File: src/exe_pkg.sv
// widths, CSR map, opcode and exception FSM enums
// decoded instruction, result record and CSR request structs
`default_nettype none

package exe_pkg;

  localparam int xlen       = 64;
  localparam int ridx_w     = 5;
  localparam int csr_addr_w = 12;

  // machine-mode CSR addresses
  localparam logic [csr_addr_w-1:0] csr_mstatus = 12'h300;
  localparam logic [csr_addr_w-1:0] csr_mtvec   = 12'h305;
  localparam logic [csr_addr_w-1:0] csr_mepc    = 12'h341;
  localparam logic [csr_addr_w-1:0] csr_mcause  = 12'h342;

  localparam int mstatus_mie_bit  = 3;
  localparam int mstatus_mpie_bit = 7;

  localparam logic [7:0] timer_intr_no = 8'd7;

  typedef enum logic [4:0] {
    op_add,
    op_sub,
    op_and,
    op_or,
    op_xor,
    op_sll,
    op_srl,
    op_slt,
    op_beq,
    op_bne,
    op_jal,
    op_jalr,
    op_csrrw,
    op_csrrs,
    op_ecall,
    op_mret
  } exe_op_e;

  typedef enum logic [2:0] {
    exc_idle,
    exc_rd_vec,
    exc_wr_epc,
    exc_wr_cause,
    exc_wr_status,
    exc_done
  } exc_state_e;

  typedef struct packed {
    exe_op_e           op;
    logic [xlen-1:0]   pc;
    logic [xlen-1:0]   op1;
    logic [xlen-1:0]   op2;
    // immediate or CSR address
    logic [xlen-1:0]   op3;
    logic [ridx_w-1:0] rd;
    logic              rd_wen;
  } exe_req_t;

  typedef struct packed {
    logic [xlen-1:0]   pc;
    logic [ridx_w-1:0] rd;
    logic              rd_wen;
    logic [xlen-1:0]   rd_wdata;
    logic              pc_jmp;
    logic [xlen-1:0]   jmp_addr;
    logic [7:0]        intr_no;
  } exe_result_t;

  typedef struct packed {
    logic [csr_addr_w-1:0] addr;
    logic                  ren;
    logic                  wen;
    logic [xlen-1:0]       wdata;
  } csr_req_t;

endpackage

`default_nettype wire

File: src/csr_file.sv
// machine-mode CSR file: mstatus, mtvec, mepc, mcause
`timescale 1ns/1ps
`default_nettype none

module csr_file import exe_pkg::*; (
  input  wire             clk,
  input  wire             rst,
  input  wire csr_req_t   i_csr,
  output logic [xlen-1:0] o_rdata,
  output logic            o_mie
);

  logic [xlen-1:0] mstatus;
  logic [xlen-1:0] mtvec;
  logic [xlen-1:0] mepc;
  logic [xlen-1:0] mcause;

  always_ff @(posedge clk) begin
    if (rst) begin
      mstatus <= '0;
      mtvec   <= '0;
      mepc    <= '0;
      mcause  <= '0;
    end else if (i_csr.wen) begin
      case (i_csr.addr)
        csr_mstatus: mstatus <= i_csr.wdata;
        csr_mtvec:   mtvec   <= i_csr.wdata;
        csr_mepc:    mepc    <= i_csr.wdata;
        csr_mcause:  mcause  <= i_csr.wdata;
        // unmapped addresses drop the write
        default: begin
          mstatus <= mstatus;
        end
      endcase
    end
  end

  // same-cycle read
  always_comb begin
    o_rdata = '0;
    if (i_csr.ren) begin
      case (i_csr.addr)
        csr_mstatus: o_rdata = mstatus;
        csr_mtvec:   o_rdata = mtvec;
        csr_mepc:    o_rdata = mepc;
        csr_mcause:  o_rdata = mcause;
        default:     o_rdata = '0;
      endcase
    end
  end

  assign o_mie = mstatus[mstatus_mie_bit];

endmodule

`default_nettype wire

File: config.mk
export PLATFORM = sky130hd
export DESIGN_NAME = csr_file
export DESIGN_NICKNAME = d
export VERILOG_FILES = /design/src/exe_pkg.sv /design/src/csr_file.sv
export SDC_FILE = /design/constraint.sdc
export NUM_CORES = 1
export LEC_CHECK = 0
export BUFFER_PORTS_ARGS = -buffer_cell sky130_fd_sc_hd__buf_2
export CAP_MARGIN = 20
export CORE_ASPECT_RATIO = 0.75
export CORE_MARGIN = 2
export CORE_UTILIZATION = 55
export DETAILED_ROUTE_END_ITERATION = 8
export GPL_TIMING_DRIVEN = 0
export HOLD_SLACK_MARGIN = 0.02
export PLACE_DENSITY_LB_ADDON = 0.15
export SLEW_MARGIN = 5
export SYNTH_ARGS = -nofsm -noshare
export SYNTH_HDL_FRONTEND = slang
export SYNTH_SLANG_ARGS = --single-unit
File: constraint.sdc
create_clock -name clk -period 2.49 [get_ports clk]
set_clock_uncertainty 0.2 [all_clocks]
set_input_delay 0.1245 -clock clk [delete_from_list [all_inputs] [get_ports clk]]
set_output_delay 0.1245 -clock clk [all_outputs]
set_load 0.005 [all_outputs]
==> impl_results.md <==
* Total track usage at 29.7%
* Proportion of layout cells with a drive suffix above 1 at 14.3%
* Clock-pin slew on the worst setup and hold paths at 0.07 ns
* Clock tree from TritonCTS: yes
* Post-route fraction of the period consumed by the critical path at 96.0%
* Worst voltage drop across the vdd grid at 492 uV
* Relative slew slack at 40.2%
* Nature of the critical path startpoint: input pin
* Total area of multi-input combinational cells at 0.00788 mm^2
* Clock period minus final worst setup slack at 2.39 ns
* Setup violation total in the final timing report at 0
* Post-layout utilization of the core at 66.3%
* DRC violation count after routing at 0
* Count of H-tree levels built during CTS at 1
* Number of nets with antenna violations after routing at 0
* Adder and majority gate portion of the synthesized area at 0%
* Total nets after synthesis at 1521
* Maximum number of pins on one net before global-route repair at 14
* Area post-placement at 0.0149 mm^2
* Clock root buffer master: sky130_fd_sc_hd__clkbuf_16
* CP endpoint kind: output pin
* Final Hold Fails at 0
* Part of the Yosys area used for sequential elements at 37.3%
* Worst R2R End: mstatus[55]$_SDFFE_PP0P_
* Register area at 0.00512 mm^2
* Total count of max-transition violations in the final report at 0
* Status: finished clean
* Highest achievable clock rate at 418 MHz
* Overall die width at 186 um
* Area of the core region at 0.0248 mm^2
* Initial antenna violation count at 0
* Startpoint of the lowest-slack register-to-register path: mstatus[55]$_SDFFE_PP0P_
* Average cell area after synthesis at 9.53 um^2
* Power density over the cells at 544 mW/mm^2
* Tightest Pin Transition at 0.894 ns
* Floorplan die area at 0.0263 mm^2
* Share of synthesized registers carrying an async set or reset at 0%
* Per-cell via count in the routed design at 5.72
* Total vias in the final route at 11624
* Antenna Cells at 0
* Total setup buffers inserted after CTS at 0
* Routability congestion estimate at 0.840
* Worst-skew pair later-pin latency at 0.53 ns
* Crit path capture: o_rdata[25]
* Synth top area share at 37.3%
* Setup slack after placement at -0.0200 ns
* Start point of the critical path: i_csr[77]
* DIE HEIGHT at 141 um
* Type of the worst min-delay path: input pin to register
* Starting DRT DRC Count at 925
* Hold depth at 5
* Clock net sink count at 256
* Area grow syn2layout at 19.6%
* Remaining global-route overflow at 0
* Most frequent CP cell: sky130_fd_sc_hd__buf_2
* Area share of xor/xnor cells in the synthesized design at 0.0638%
* Series of cell instances along the critical path: buf_2 > nor4b_4 > nand3_2 > clkbuf_1 > a211oi_1 > buf_2
* Max-cap violations at 0
* Most area-hungry cell type in the Yosys netlist: sky130_fd_sc_hd__dfxtp_1
* Critical Path RT at 2.17 ns
* Simple-gate area share of the yosys netlist at 30.2%
* Global-route wire length before repair at 62800 um
* Count of TritonRoute iterations in the first routing pass at 5
* Arrival time worst endpoint at 2.07 ns
* Slowest cell on the critical path: sky130_fd_sc_hd__nand3_2
* Most common cell in the synthesized netlist: sky130_fd_sc_hd__nand2b_1
* Via count of the first global-routing pass at 11486
* Number of flops mapped to enable cells by yosys at 0
* Number of standard-cell rows in the floorplan at 50
* Count of port buffers added during placement at 141
* Final Instance Area at 0.0164 mm^2
* Final worst setup slack at 0.0984 ns
* Post-detailed-route wirelength per cell at 19.6 um
* HPWL after DPL at 26600 um
* Number of fill cells in the layout at 2066
* Dominant combinational cell family by area after synthesis: simple AND/OR/NAND/NOR gates
* Share of the synthesized area in compound gates (AO/OA/AOI/OAI) at 8.31%
* Total of flip-flops plus latches after synthesis at 256
* Synth warnings at 0
* Fin nets at 1757
* Effective utilization at floorplan at 55.4%
* Most used standard cells in the synthesized netlist: sky130_fd_sc_hd__nand2b_1, sky130_fd_sc_hd__dfxtp_1, sky130_fd_sc_hd__mux2i_1
* Prevailing post-synth register cell: sky130_fd_sc_hd__dfxtp_1
* Number of instances in the synthesized netlist at 1441
* Number of cells traversed by the worst register-to-register path at 2
* Reg2reg setup slack at 1.66 ns
* Final total power at 0.00894 W
* Count of cell types in the netlist at 23
* Number of buffers inserted during clock tree synthesis at 27
* Longest individual stage delay on the worst path at 0.45 ns
* Clock Tree Buf Depth at 3
* CP Class: input pin to output pin
* Count of pins on the block boundary at 145
* Worst-path fanout max at 10
* Cell types with the largest area share after synthesis: sky130_fd_sc_hd__dfxtp_1, sky130_fd_sc_hd__mux2i_1, sky130_fd_sc_hd__nand2b_1
* LEAKAGE at 8.30 nW
* Summed instance area of the synthesized netlist at 0.0137 mm^2
* Share of cell area taken by muxes after synthesis at 18.7%
* Wirelength, routed at 39900 um
* Setup repair after global routing missed its margin: false
-- flip-flops by register name, summed over array words and instances, names as in the netlist --
signal and flops:
mcause 64, mepc 64, mtvec 64, mstatus 64
-- metal layers --
layer  vias to the layer above  global-route usage (%)  routed length, um
met5                         -                       0                  0
met4                         0                    7.89                854
met3                        62                    4.21               2240
met2                       380                    46.3              17400
met1                      5651                    43.1              19300
li1                       5531                       -                  -
-- layout by cell type (no fill, tap or decap), drive strengths merged, types with 2 or more instances in the layout --
cell type / netlist / final
mux2i: 256 / 256
nor4b: 2 / 2
clkinv: 0 / 5
dlygate4sd3: 0 / 66
buf: 53 / 194
and3: 64 / 64
o21ai: 128 / 128
clkbuf: 93 / 133
nor4bb: 2 / 2
a211oi: 65 / 65
and3b: 128 / 128
dfxtp: 256 / 256
nand2b: 320 / 320
nand4: 4 / 4
bufinv: 0 / 2
nor3b: 64 / 64
-- repair_timing --
| item | in CTS | in global routing |
|---|---|---|
| gates resized for setup | 2 | 0 |
| endpoints found under the hold margin | 256 | 0 |
| endpoints found under the setup margin | 3 | 0 |
| hold buffers | 66 | 0 |
-- through the flow --
stage                     std cells  setup TNS (ns)  hold WS, ns
after global placement         1920           -1.33        0.255
after global routing           2033               0       0.0849
final                          2033               0       0.0622
after floorplan                1441               0        0.145
after detailed placement       1920         -0.0273        0.261
after CTS                      2033               0       0.0442
-- power breakdown --
| part | switching (W) | internal (W) | leakage, nW | total, W |
|---|---|---|---|---|
| clock network | 0.00168 | 0.00242 | 0.444 | 0.00410 |
| registers | 0.000000195 | 0.00409 | 2.06 | 0.00410 |
| logic | 0.000448 | 0.000295 | 5.80 | 0.000743 |
| total | 0.00212 | 0.00681 | 8.30 | 0.00894 |
-- logic make-up after synthesis --
kind of cell	Yosys count
flops	256
xor+xnor	1
simple gates	589
compound gates	193
mux	256
buf+inv	146
-- worst min path at each step --
stage                                  from                       to  slack [ns]
finish                            i_csr[69]   mtvec[63]$_SDFFE_PP0P_        0.06
global route                      i_csr[69]   mtvec[63]$_SDFFE_PP0P_        0.08
CTS                               i_csr[69]   mtvec[63]$_SDFFE_PP0P_        0.04
detailed placement  mcause[34]$_SDFFE_PP0P_  mcause[34]$_SDFFE_PP0P_        0.26
global placement      mtvec[6]$_SDFFE_PP0P_    mtvec[6]$_SDFFE_PP0P_        0.26
floorplan                         i_csr[10]  mcause[10]$_SDFFE_PP0P_        0.14
-- worst max-delay path: cells and delay by family --
family          cells  cell delay, ns
buf+inv             3            0.69
simple gates        2            0.87
compound gates      1            0.37
-- final cells by class --
type / count / share of cell area, %
clock inverter: 7 / 0.518
buffer: 146 / 4.55
tap: 338 / 2.57
clock buffer: 40 / 4.90
timing repair buffer: 207 / 8.32
sequential: 256 / 31.2
multi-input combinational: 1039 / 47.9
Power figures use the tool's default switching activity.
